--- config.mk ---
export PLATFORM = sky130hd
export DESIGN_NAME = lab_top
export DESIGN_NICKNAME = d
export VERILOG_FILES = /design/src/design/lab_pkg.sv /design/src/design/flow_fifo.sv /design/src/design/key_decode.sv /design/src/design/lab_top.sv /design/src/design/rr_fifo_arbiter.sv /design/src/design/seg7_result.sv
export VERILOG_INCLUDE_DIRS = /design/src /design/src/design
export SDC_FILE = /design/constraint.sdc
export NUM_CORES = 1
export LEC_CHECK = 0
export BUFFER_PORTS_ARGS = -buffer_cell sky130_fd_sc_hd__buf_4
export CAP_MARGIN = 20
export CORE_UTILIZATION = 60
export DETAILED_ROUTE_END_ITERATION = 8
export GPL_TIMING_DRIVEN = 0
export HOLD_SLACK_MARGIN = 0.03
export PLACE_DENSITY = 0.8
export SYNTH_ARGS = -nofsm -noshare
export SYNTH_HDL_FRONTEND = slang
export SYNTH_SLANG_ARGS = --single-unit
--- constraint.sdc ---
create_clock -name clk -period 6.7 [get_ports clk]
set_clock_uncertainty 0.15 [all_clocks]
set_input_delay 1.005 -clock clk [delete_from_list [all_inputs] [get_ports clk]]
set_output_delay 1.005 -clock clk [all_outputs]
set_load 0.005 [all_outputs]
--- src/design/lab_macros.svh ---
`ifndef LAB_MACROS_SVH
`define LAB_MACROS_SVH

// ----------------------------------------
// Data path

`define LAB_W_DATA       4   // One FIFO value, MSB tells A from B
`define LAB_FIFO_DEPTH   4   // Entries per FIFO

// ----------------------------------------
// Board I/O

`define LAB_W_KEY        4
`define LAB_W_DIGIT      4

// Cycles each digit stays lit
// Small value keeps the scan quick in simulation
`define LAB_SCAN_CYCLES  4

`endif

--- src/design/lab_pkg.sv ---
`include "lab_macros.svh"

package lab_pkg;

    typedef logic [`LAB_W_DATA  - 1:0] data_t;
    typedef logic [              7:0] seg_t;    // abcdefgh, active high
    typedef logic [`LAB_W_DIGIT - 1:0] digit_t;  // One-hot digit select

    // Decoded key levels
    typedef struct packed
    {
        logic a_push;
        logic b_push;
        logic out_ready;   // Pop key released
    } key_cmd_t;

    // Producer offer, also used for the arbiter output
    typedef struct packed
    {
        logic  valid;
        data_t data;
    } push_t;

    typedef struct packed
    {
        logic a_ready;
        logic b_ready;
        logic out_valid;
        logic out_ready;
    } flow_status_t;

    typedef enum logic { GRANT_A, GRANT_B } grant_e;

endpackage

--- src/design/flow_fifo.sv ---
`include "lab_macros.svh"

module flow_fifo
#(
    parameter depth = `LAB_FIFO_DEPTH
)
(
    input                   clk,
    input                   rst,
    input                   push_valid,
    input  lab_pkg::data_t  push_data,
    output logic            push_ready,
    input                   pop,
    output logic            head_valid,
    output lab_pkg::data_t  head_data
);

    localparam w_ptr = $clog2 (depth);
    localparam w_cnt = $clog2 (depth + 1);

    lab_pkg::data_t      mem [depth];
    logic [w_ptr - 1:0]  wr_ptr;
    logic [w_ptr - 1:0]  rd_ptr;
    logic [w_cnt - 1:0]  count;

    logic do_push;
    logic do_pop;

    assign push_ready = (count != w_cnt' (depth));  // Not full
    assign head_valid = (count != '0);              // Not empty
    assign head_data  = mem [rd_ptr];

    assign do_push = push_valid & push_ready;
    assign do_pop  = pop & head_valid;              // Pop on empty is dropped

    function automatic logic [w_ptr - 1:0] next_ptr (input logic [w_ptr - 1:0] ptr);
        return (ptr == w_ptr' (depth - 1)) ? '0 : ptr + 1'b1;
    endfunction

    // ----------------------------------------
    // Pointers and occupancy

    always_ff @(posedge clk)
    begin
        if (rst)
        begin
            wr_ptr <= '0;
            rd_ptr <= '0;
            count  <= '0;
        end
        else
        begin
            if (do_push)
                wr_ptr <= next_ptr (wr_ptr);
            if (do_pop)
                rd_ptr <= next_ptr (rd_ptr);

            if (do_push & ~do_pop)
                count <= count + 1'b1;
            else if (do_pop & ~do_push)
                count <= count - 1'b1;
        end
    end

    // Storage, no reset
    always_ff @(posedge clk)
    begin
        if (do_push)
            mem [wr_ptr] <= push_data;
    end

endmodule

--- src/design/key_decode.sv ---
`include "lab_macros.svh"

module key_decode
(
    input                             clk,
    input                             rst,
    input        [`LAB_W_KEY - 1:0]   key,
    input                             a_ready,
    input                             b_ready,
    output lab_pkg::key_cmd_t         cmd,
    output lab_pkg::push_t            a_push,
    output lab_pkg::push_t            b_push,
    output lab_pkg::data_t            a_next,
    output lab_pkg::data_t            b_next
);

    // Low bits only, the MSB marks the source
    logic [`LAB_W_DATA - 2:0] a_cnt;
    logic [`LAB_W_DATA - 2:0] b_cnt;

    // ----------------------------------------
    // Three-key mapping

    assign cmd.a_push    =   key [2];
    assign cmd.b_push    =   key [1];
    assign cmd.out_ready = ~ key [0];   // Ready unless the key is held

    assign a_next = { 1'b0, a_cnt };    // 0 .. 7
    assign b_next = { 1'b1, b_cnt };    // 8 .. f

    assign a_push = '{ valid: cmd.a_push, data: a_next };
    assign b_push = '{ valid: cmd.b_push, data: b_next };

    // ----------------------------------------
    // Value counters, one step per accepted push

    always_ff @(posedge clk)
    begin
        if (rst)
        begin
            a_cnt <= '0;
            b_cnt <= '0;
        end
        else
        begin
            if (a_push.valid & a_ready)
                a_cnt <= a_cnt + 1'b1;  // Wraps after 7
            if (b_push.valid & b_ready)
                b_cnt <= b_cnt + 1'b1;
        end
    end

endmodule

--- src/design/lab_top.sv ---
`include "lab_macros.svh"

module lab_top
(
    input                            clk,
    input                            rst,
    input        [`LAB_W_KEY - 1:0]  key,
    output logic [             7:0]  led,
    output lab_pkg::seg_t            abcdefgh,
    output lab_pkg::digit_t          digit
);

    lab_pkg::key_cmd_t     cmd;
    lab_pkg::push_t        a_push;
    lab_pkg::push_t        b_push;
    lab_pkg::push_t        arb_out;
    lab_pkg::data_t        a_next;
    lab_pkg::data_t        b_next;
    lab_pkg::flow_status_t status;

    logic a_ready;
    logic b_ready;

    // ----------------------------------------
    // Decode, execute, result

    key_decode i_key_decode
    (
        .clk     (clk),
        .rst     (rst),
        .key     (key),
        .a_ready (a_ready),
        .b_ready (b_ready),
        .cmd     (cmd),
        .a_push  (a_push),
        .b_push  (b_push),
        .a_next  (a_next),
        .b_next  (b_next)
    );

    rr_fifo_arbiter i_arbiter
    (
        .clk       (clk),
        .rst       (rst),
        .a_in      (a_push),
        .b_in      (b_push),
        .a_ready   (a_ready),
        .b_ready   (b_ready),
        .out       (arb_out),
        .out_ready (cmd.out_ready)
    );

    assign status = '{ a_ready:   a_ready,
                       b_ready:   b_ready,
                       out_valid: arb_out.valid,
                       out_ready: cmd.out_ready };

    seg7_result i_result
    (
        .clk      (clk),
        .rst      (rst),
        .a_next   (a_next),
        .b_next   (b_next),
        .out      (arb_out),
        .status   (status),
        .abcdefgh (abcdefgh),
        .digit    (digit)
    );

    // Handshake flags above the output value
    assign led = { status.out_ready, status.b_ready, status.a_ready,
                   status.out_valid, arb_out.data };

endmodule

--- src/design/rr_fifo_arbiter.sv ---
`include "lab_macros.svh"

module rr_fifo_arbiter
(
    input                   clk,
    input                   rst,
    input  lab_pkg::push_t  a_in,
    input  lab_pkg::push_t  b_in,
    output logic            a_ready,
    output logic            b_ready,
    output lab_pkg::push_t  out,
    input                   out_ready
);

    logic            a_head_valid;
    logic            b_head_valid;
    lab_pkg::data_t  a_head_data;
    lab_pkg::data_t  b_head_data;

    logic            pop_a;
    logic            pop_b;
    logic            sel_b;       // Offer the B head this cycle
    logic            out_fire;

    lab_pkg::grant_e last_grant;

    // ----------------------------------------
    // Source FIFOs

    flow_fifo #(.depth (`LAB_FIFO_DEPTH)) i_fifo_a
    (
        .clk        (clk),
        .rst        (rst),
        .push_valid (a_in.valid),
        .push_data  (a_in.data),
        .push_ready (a_ready),
        .pop        (pop_a),
        .head_valid (a_head_valid),
        .head_data  (a_head_data)
    );

    flow_fifo #(.depth (`LAB_FIFO_DEPTH)) i_fifo_b
    (
        .clk        (clk),
        .rst        (rst),
        .push_valid (b_in.valid),
        .push_data  (b_in.data),
        .push_ready (b_ready),
        .pop        (pop_b),
        .head_valid (b_head_valid),
        .head_data  (b_head_data)
    );

    // ----------------------------------------
    // Round-robin choice

    // B wins when A is empty, or when both wait and A went last
    assign sel_b = b_head_valid & (~a_head_valid | (last_grant == lab_pkg::GRANT_A));

    assign out.valid = a_head_valid | b_head_valid;
    assign out.data  = sel_b ? b_head_data : a_head_data;

    assign out_fire = out.valid & out_ready;
    assign pop_a    = out_fire & ~sel_b;
    assign pop_b    = out_fire &  sel_b;

    // Held under back-pressure
    always_ff @(posedge clk)
    begin
        if (rst)
            last_grant <= lab_pkg::GRANT_B;   // A goes first
        else if (out_fire)
            last_grant <= sel_b ? lab_pkg::GRANT_B : lab_pkg::GRANT_A;
    end

endmodule

--- src/design/seg7_result.sv ---
`include "lab_macros.svh"

module seg7_result
(
    input                          clk,
    input                          rst,
    input  lab_pkg::data_t         a_next,
    input  lab_pkg::data_t         b_next,
    input  lab_pkg::push_t         out,
    input  lab_pkg::flow_status_t  status,
    output lab_pkg::seg_t          abcdefgh,
    output lab_pkg::digit_t        digit
);

    localparam w_scan = $clog2 (`LAB_SCAN_CYCLES);

    localparam lab_pkg::seg_t sign_a       = 8'b1000_0000,
                              sign_g       = 8'b0000_0010,
                              sign_d       = 8'b0001_0000,
                              sign_nothing = 8'b0000_0000;

    logic [w_scan - 1:0] scan_cnt;

    function automatic lab_pkg::seg_t hex_seg (input lab_pkg::data_t value);
        case (value)
            4'h0: return 8'hfc;
            4'h1: return 8'h60;
            4'h2: return 8'hda;
            4'h3: return 8'hf2;
            4'h4: return 8'h66;
            4'h5: return 8'hb6;
            4'h6: return 8'hbe;
            4'h7: return 8'he0;
            4'h8: return 8'hfe;
            4'h9: return 8'hf6;
            4'ha: return 8'hee;
            4'hb: return 8'h3e;
            4'hc: return 8'h9c;
            4'hd: return 8'h7a;
            4'he: return 8'h9e;
            default: return 8'h8e;  // f
        endcase
    endfunction

    // ----------------------------------------
    // Digit scan

    always_ff @(posedge clk)
    begin
        if (rst)
        begin
            scan_cnt <= '0;
            digit    <= `LAB_W_DIGIT'(1);
        end
        else if (scan_cnt == w_scan' (`LAB_SCAN_CYCLES - 1))
        begin
            scan_cnt <= '0;
            digit    <= { digit [`LAB_W_DIGIT - 2:0], digit [`LAB_W_DIGIT - 1] };
        end
        else
            scan_cnt <= scan_cnt + 1'b1;
    end

    // ----------------------------------------
    // Segment pattern for the lit digit

    always_comb
    begin
        case (digit)
            4'b1000: abcdefgh = hex_seg (a_next);
            4'b0100: abcdefgh = hex_seg (b_next);
            4'b0010:
            begin
                abcdefgh = sign_nothing;     // One segment per ready flag
                if (status.a_ready)   abcdefgh |= sign_a;
                if (status.b_ready)   abcdefgh |= sign_g;
                if (status.out_ready) abcdefgh |= sign_d;
            end
            4'b0001: abcdefgh = out.valid ? hex_seg (out.data) : sign_nothing;
            default: abcdefgh = sign_nothing;
        endcase
    end

endmodule

# After elaboration in Yosys (flattened, before gate mapping)
# Memories as Yosys holds them, arrays and structs flattened. A register that Yosys moved wholly into a read port is not among the register bits.
# Index checks and enable logic that the tools add are counted.
# W data, S select, Z words.
[totals]
reg_bits = 27
mem_bits_rw = 24
mem_bits_ro = 336
input_bits = 6
out_inout_bits = 20
word_cells = 92
memories = 5
[classes]
n_addsub = 11
n_eq_ne = 11
mux = 27
bitwise = 22
reduce_logical = 5
[memory_table]
columns = ["memory", "depth", "width", "rd", "rd_clocked_by_memory_dff", "wr", "line_no", "source"]
rows = [
  ["(no name shown)", 16, 7, 1, 1, 0, "seg7_result.sv:25", "case (value)"],
  ["(no name shown)", 16, 7, 1, 1, 0, "seg7_result.sv:25", ""],
  ["(no name shown)", 16, 7, 1, 0, 0, "seg7_result.sv:25", ""],
  ["i_arbiter.i_fifo_a.mem", 4, 3, 1, 1, 1, "flow_fifo.sv:21", "lab_pkg::data_t mem [depth];"],
  ["i_arbiter.i_fifo_b.mem", 4, 3, 1, 1, 1, "flow_fifo.sv:21", ""],
]
[ops]
columns = ["op", "count"]
rows = [
  ["$pmux W8 S4", 1],
  ["$mux W4", 5],
  ["$mux W2", 9],
  ["$mux W8", 2],
  ["$add A3 B1 Y3 const B", 4],
  ["$and A1 B1 Y1", 12],
  ["$mux W3", 4],
  ["$add A2 B1 Y2 const B", 5],
  ["$eq A2 B2 Y1 const B", 5],
  ["$not A1 Y1", 8],
  ["$ne A3 B3 Y1 const B", 2],
  ["$reduce_bool A3 Y1", 2],
  ["$sub A3 B1 Y3 const B", 2],
  ["$mux W1", 5],
  ["$mux W5", 1],
  ["$eq A4 B1 Y1 const B", 1],
  ["$eq A4 B2 Y1 const B", 1],
  ["$eq A4 B3 Y1 const B", 1],
  ["$eq A4 B4 Y1 const B", 1],
  ["$reduce_bool A2 Y1", 2],
  ["$or A1 B1 Y1", 2],
  ["$reduce_or A2 Y1", 1],
]

# Longest topological paths before layout
[logic_depth]
ltp_word = 10
mapped_depth = 11
depth_no_buf = 11

# Modules after synthesis
# From an unflattened synthesis, not the netlist that was laid out.
[hier_totals]
cells_unflattened = 335
hier_area_um2 = 3812.4
[modules_own_cells]
columns = ["mod", "n_inst", "cells_per_inst", "area_each_um2"]
rows = [
  ["flow_fifo", 2, 68, 1054.8],
  ["seg7_result", 1, 140, 1151.1],
  ["key_decode", 1, 45, 416.6],
  ["rr_fifo_arbiter", 1, 12, 120.1],
  ["lab_top", 1, 2, 15.0],
]

# Least setup slack after synthesis
# No wires, ideal clock.
[synth_timing]
path_type = "register -> output"
startpoint = "register i_arbiter.i_fifo_b.count[0]"
endpoint = "output abcdefgh[2]"
arrival_time_ps = 2422
required_ps = 5545
slack_ps = 3123
path_stages_with_launch = 10
path_buffers = 1
cell_sequence = "dfxtp_1 > or3_1 > o21ai_2 > buf_2 > mux2i_1 > inv_1 > ha_1 > o21a_1 > a221oi_1 > a221o_1"
[synth_between]
elab_chain_len = 6
elab_cells_between_ends = 7
cone_classes = "3 x mux; 2 x bitwise; 1 x reduce/logical; 1 x memory"
[synth_lines]
columns = ["element", "line_no", "source"]
rows = [
  ["from (decl)", "flow_fifo.sv:24", "logic [w_cnt - 1:0] count;"],
  ["from (signal assigned)", "flow_fifo.sv:59", "count <= count + 1'b1;"],
  ["from (signal assigned)", "flow_fifo.sv:61", "count <= count - 1'b1;"],
  ["$reduce_bool A3 Y1", "flow_fifo.sv:30", "assign head_valid = (count != '0);"],
  ["$and A1 B1 Y1", "rr_fifo_arbiter.sv:58", "assign sel_b = b_head_valid & (~a_head_valid | (last_grant == lab_pkg::GRANT_A));"],
  ["$mux W4", "rr_fifo_arbiter.sv:61", "assign out.data = sel_b ? b_head_data : a_head_data;"],
  ["net led[0]", "lab_top.sv:8", "output logic [ 7:0] led,"],
  ["$mem_v2 Z16 W7", "--", ""],
  ["$mux W8", "seg7_result.sv:79", "4'b0001: abcdefgh = out.valid ? hex_seg (out.data) : sign_nothing;"],
  ["$pmux W8 S4", "seg7_result.sv:69", "case (digit)"],
  ["to (decl)", "lab_top.sv:9", "output lab_pkg::seg_t abcdefgh,"],
]
# The timed path passes the listed nets, and every way through them passes these cells.

# Worst setup path in the final report
[layout_timing]
startpoint = "register i_arbiter.i_fifo_b.count[0]"
endpoint = "output abcdefgh[2]"
[layout_between]
elab_chain_len = 6
elab_cells_between_ends = 7
cone_classes = "3 x mux; 2 x bitwise; 1 x reduce/logical; 1 x memory"
[layout_lines]
columns = ["element", "line_no"]
rows = [
  ["$reduce_bool A3 Y1 *", "flow_fifo.sv:30"],
  ["$and A1 B1 Y1", "rr_fifo_arbiter.sv:58"],
  ["$mux W4", "rr_fifo_arbiter.sv:61"],
  ["$mem_v2 Z16 W7", "--"],
  ["$mux W8 *", "seg7_result.sv:79"],
  ["$pmux W8 S4 *", "seg7_result.sv:69"],
]
# Mark *: on every way between the ends. The rest lies on a longest branch, timed or not.

==> flow_summary.yaml <==
route:
  drtIter0Drc: 104
  ant_nets: 0
  via_per_inst: 5.565
  vias: 2237
  drc: 0
  dr.pass1.iters: 4
  wl_um: 6220
  wl_per_cell_um: 15.47
run_status:
  outcome: "finished clean"
floorplanning:
  fp.dieArea_um2: 5913
  io_pins: 26
  coreArea_um2: 5238
  die_h_um: 76.90
  start_util_pct: 64.26
  die_w_um: 76.90
  row_count: 26
worst_setup_path:
  critPathBufInv: 3
  critical_path_arrival_ps: 3330
  max_stage_delay_ps: 450
  worstReg2RegStart: "i_arbiter.i_fifo_b.count[0]$_SDFFE_PP0P_"
  cp_cell_sequence: "or3_1, o21ai_2, buf_2, mux2i_1, inv_1, ha_1, o21a_1, a221oi_1, a221o_1, buf_4"
  crit_fanout: 10
  cp-endpoint: "abcdefgh[2]"
  worstSetupStartpointType: "flip-flop"
  cp_num_cells: 10
  critPathRequiredTime_ps: 5540
  rrSetupSlack_ps: 3890
  worstRegToRegCells: 10
  reg2reg_to: "i_arbiter.i_fifo_b.count[2]$_SDFFE_PP0P_"
  critPathLaunch: "i_arbiter.i_fifo_b.count[0]$_SDFFE_PP0P_"
  critical_path_class: "reg -> out"
  critPathCaptureType: "output port"
  crit_path_top_delay_cell: "mux2i_1"
  critical-path-top-delay-family: "compound AO/OA/AOI/OAI gates"
layout:
  syn_to_final_growth_pct: 12.90
  drive_above_1_share_pct: 20.48
  nets: 362
  antennaDiodeCount: 0
  fin_area_um2: 3800
  fillers: 383
  utilization_pct: 72.55
clocking:
  cts_buffers: 9
  clk_latency_ps: 340
  clk_pin_slew_ps: 70
  cts_resized: 0
  htreeDepth: 3
  cts_tree: "yes"
  clock-root-buffer: "clkbuf_8"
  postCtsSetupBuffers: 0
  holdBufCountCts: 0
  clockBufferDepth: 2
  numClockSinks: 69
synthesis:
  synth.cell_area_um2: 3366
  ys_seq_elements: 69
  synth-edff-count: 24
  yosysWarnings: 0
  syn_avg_cell_area_um2: 11.45
  async_flop_share_pct: 0
  ys_types: 56
  ys_seq_area_share_pct: 48.18
  synth_fp_nets: 329
  syn-instance-count: 294
  ys_dominant_reg_cell: "dfxtp_1"
sta:
  max_freq_mhz: 223.1
  grt_setup_unrepaired: "false"
  fin_crit_sh_pct: 66.90
  final-hold-violation-count: 0
  setup_slack_ps: 2217
  setup_tns_ps: 0
  setup_viol: 0
  final_max_slew_viol_count: 0
  min_period_ps: 4483
  worst_pin_slew_ps: 767.8
  slew_headroom_pct: 48.68
grt:
  grt_pass1_wl_um: 10160
  grt_usage_pct: 22.80
  antenna_found_initial: 0
  grt_max_degree: 12
  grt_overflow: 0
  grt_pass1_vias: 2080
power_and_ir_drop:
  p_leak_uw: 0.001623
  irDropWorstVdd_uv: 286.8
  p_per_area_nw_per_um2: 443.7
flow_run:
  maxCapViolations: 0
place:
  placed_cell_area_um2: 3618
  dpl_worst_slack_ps: 2586
  finalWeightedCongestion: 0.8816
  dp_hpwl_um: 4705
  io_buffer_count: 22
min_path:
  hold_class: "reg -> reg"
==> synth_stat cells, drive strengths merged, types with 2 or more instances <==
library cell | count | area, um^2
dfxtp | 45 | 900.9
ha | 27 | 337.8
edfxtp | 24 | 720.7
mux2i | 24 | 252.7
inv | 23 | 86.33
nor2 | 20 | 75.07
nand2 | 18 | 75.07
a21oi | 14 | 88.84
o21ai | 10 | 53.80
and3 | 8 | 50.05
buf | 8 | 51.30
nor3 | 7 | 45.04
or3 | 7 | 48.80
mux4 | 5 | 112.6
xor2 | 5 | 43.79
a221o | 4 | 40.04
nand3 | 4 | 25.02
nor4b | 4 | 47.55
a211oi | 3 | 22.52
clkbuf | 3 | 11.26
nor2b | 3 | 18.77
a22oi | 2 | 15.01
fa | 2 | 40.04
mux2 | 2 | 26.27
nand2b | 2 | 12.51
nor3b | 2 | 20.02
or2 | 2 | 12.51
or3b | 2 | 17.52
xnor2 | 2 | 17.52
==> per-stage QoR <==
| step | hold WS (ps) | cells | total power (uW) |
|---|---|---|---|
| final | 289.4 | 402 | 1686 |
| after global routing | 315.0 | 402 | 1792 |
| after CTS | 288.4 | 402 | 1683 |
| after detailed placement | 276.9 | 386 | 1371 |
| after global placement | 258.1 | 386 | 1338 |
| after floorplan | 247.7 | 294 | 1085 |
==> cells by family after synthesis <==
| group | after synthesis | synth area share [%] |
|---|---|---|
| other | 1 | 0.1114 |
| AND/OR/NAND/NOR | 81 | 13.72 |
| XOR/XNOR | 7 | 1.822 |
| adder cells (fa/ha/maj) | 29 | 11.23 |
| buffers and inverters | 34 | 4.424 |
| AO/OA/AOI/OAI | 42 | 8.885 |
| multiplexers | 31 | 11.64 |
| flip-flops | 69 | 48.18 |
==> layout by cell type (no fill, tap or decap), drive strengths merged, types with 2 or more instances in the layout <==
cell    instances
nor2b           3
clkinv          4
mux2i          24
ha             27
nor2           20
nand3           4
a22oi           2
nor3b           2
dfxtp          45
clkbuf         13
fa              2
inv            23
or2             2
nand2b          2
o21ai          10
mux4            5
mux2            2
a21oi          14
xnor2           2
a221o           4
or3b            2
or3             7
edfxtp         24
nand2          18
and3            8
a211oi          3
xor2            5
nor4b           4
nor3            7
buf            30
==> area by class of cell <==
type	count	area [um^2]	area share, %
inverter	23	86.33	2.272
buffer	11	62.56	1.646
timing repair buffer	22	165.2	4.346
clock buffer	10	127.6	3.359
multi-input combinational	191	1595	41.98
clock inverter	6	53.80	1.416
sequential	69	1622	42.67
tap	70	87.58	2.305
==> worst min path at each step <==
stage	from	endpoint	depth (start not counted)	slack [ps]
floorplan	i_result.scan_cnt[0]$_SDFF_PP0_	i_result.scan_cnt[0]$_SDFF_PP0_	1	250
global placement	i_result.scan_cnt[0]$_SDFF_PP0_	i_result.scan_cnt[0]$_SDFF_PP0_	1	260
detailed placement	i_result.scan_cnt[0]$_SDFF_PP0_	i_result.scan_cnt[0]$_SDFF_PP0_	1	280
CTS	i_result.scan_cnt[0]$_SDFF_PP0_	i_result.scan_cnt[0]$_SDFF_PP0_	1	290
global route	i_result.scan_cnt[0]$_SDFF_PP0_	i_result.scan_cnt[0]$_SDFF_PP0_	1	320
finish	i_result.scan_cnt[0]$_SDFF_PP0_	i_result.scan_cnt[0]$_SDFF_PP0_	1	290
==> routing by layer <==
metal | wire length, um | GRT usage (%) | vias to the layer above
met5 | 0 | 0 | -
met4 | 91 | 10.96 | 0
met3 | 323 | 3.929 | 10
met2 | 2968 | 37.14 | 70
met1 | 2836 | 29.33 | 1049
li1 | - | - | 1108
==> power breakdown <==
group / internal, uW / leakage, uW / switching, uW
Combinational: 385 / 0.000939 / 416
Sequential: 511 / 0.000595 / 62.9
Clock: 167 / 0.0000888 / 143
Total: 1060 / 0.00162 / 622
Note: power is estimated with default switching activity, not from simulation.
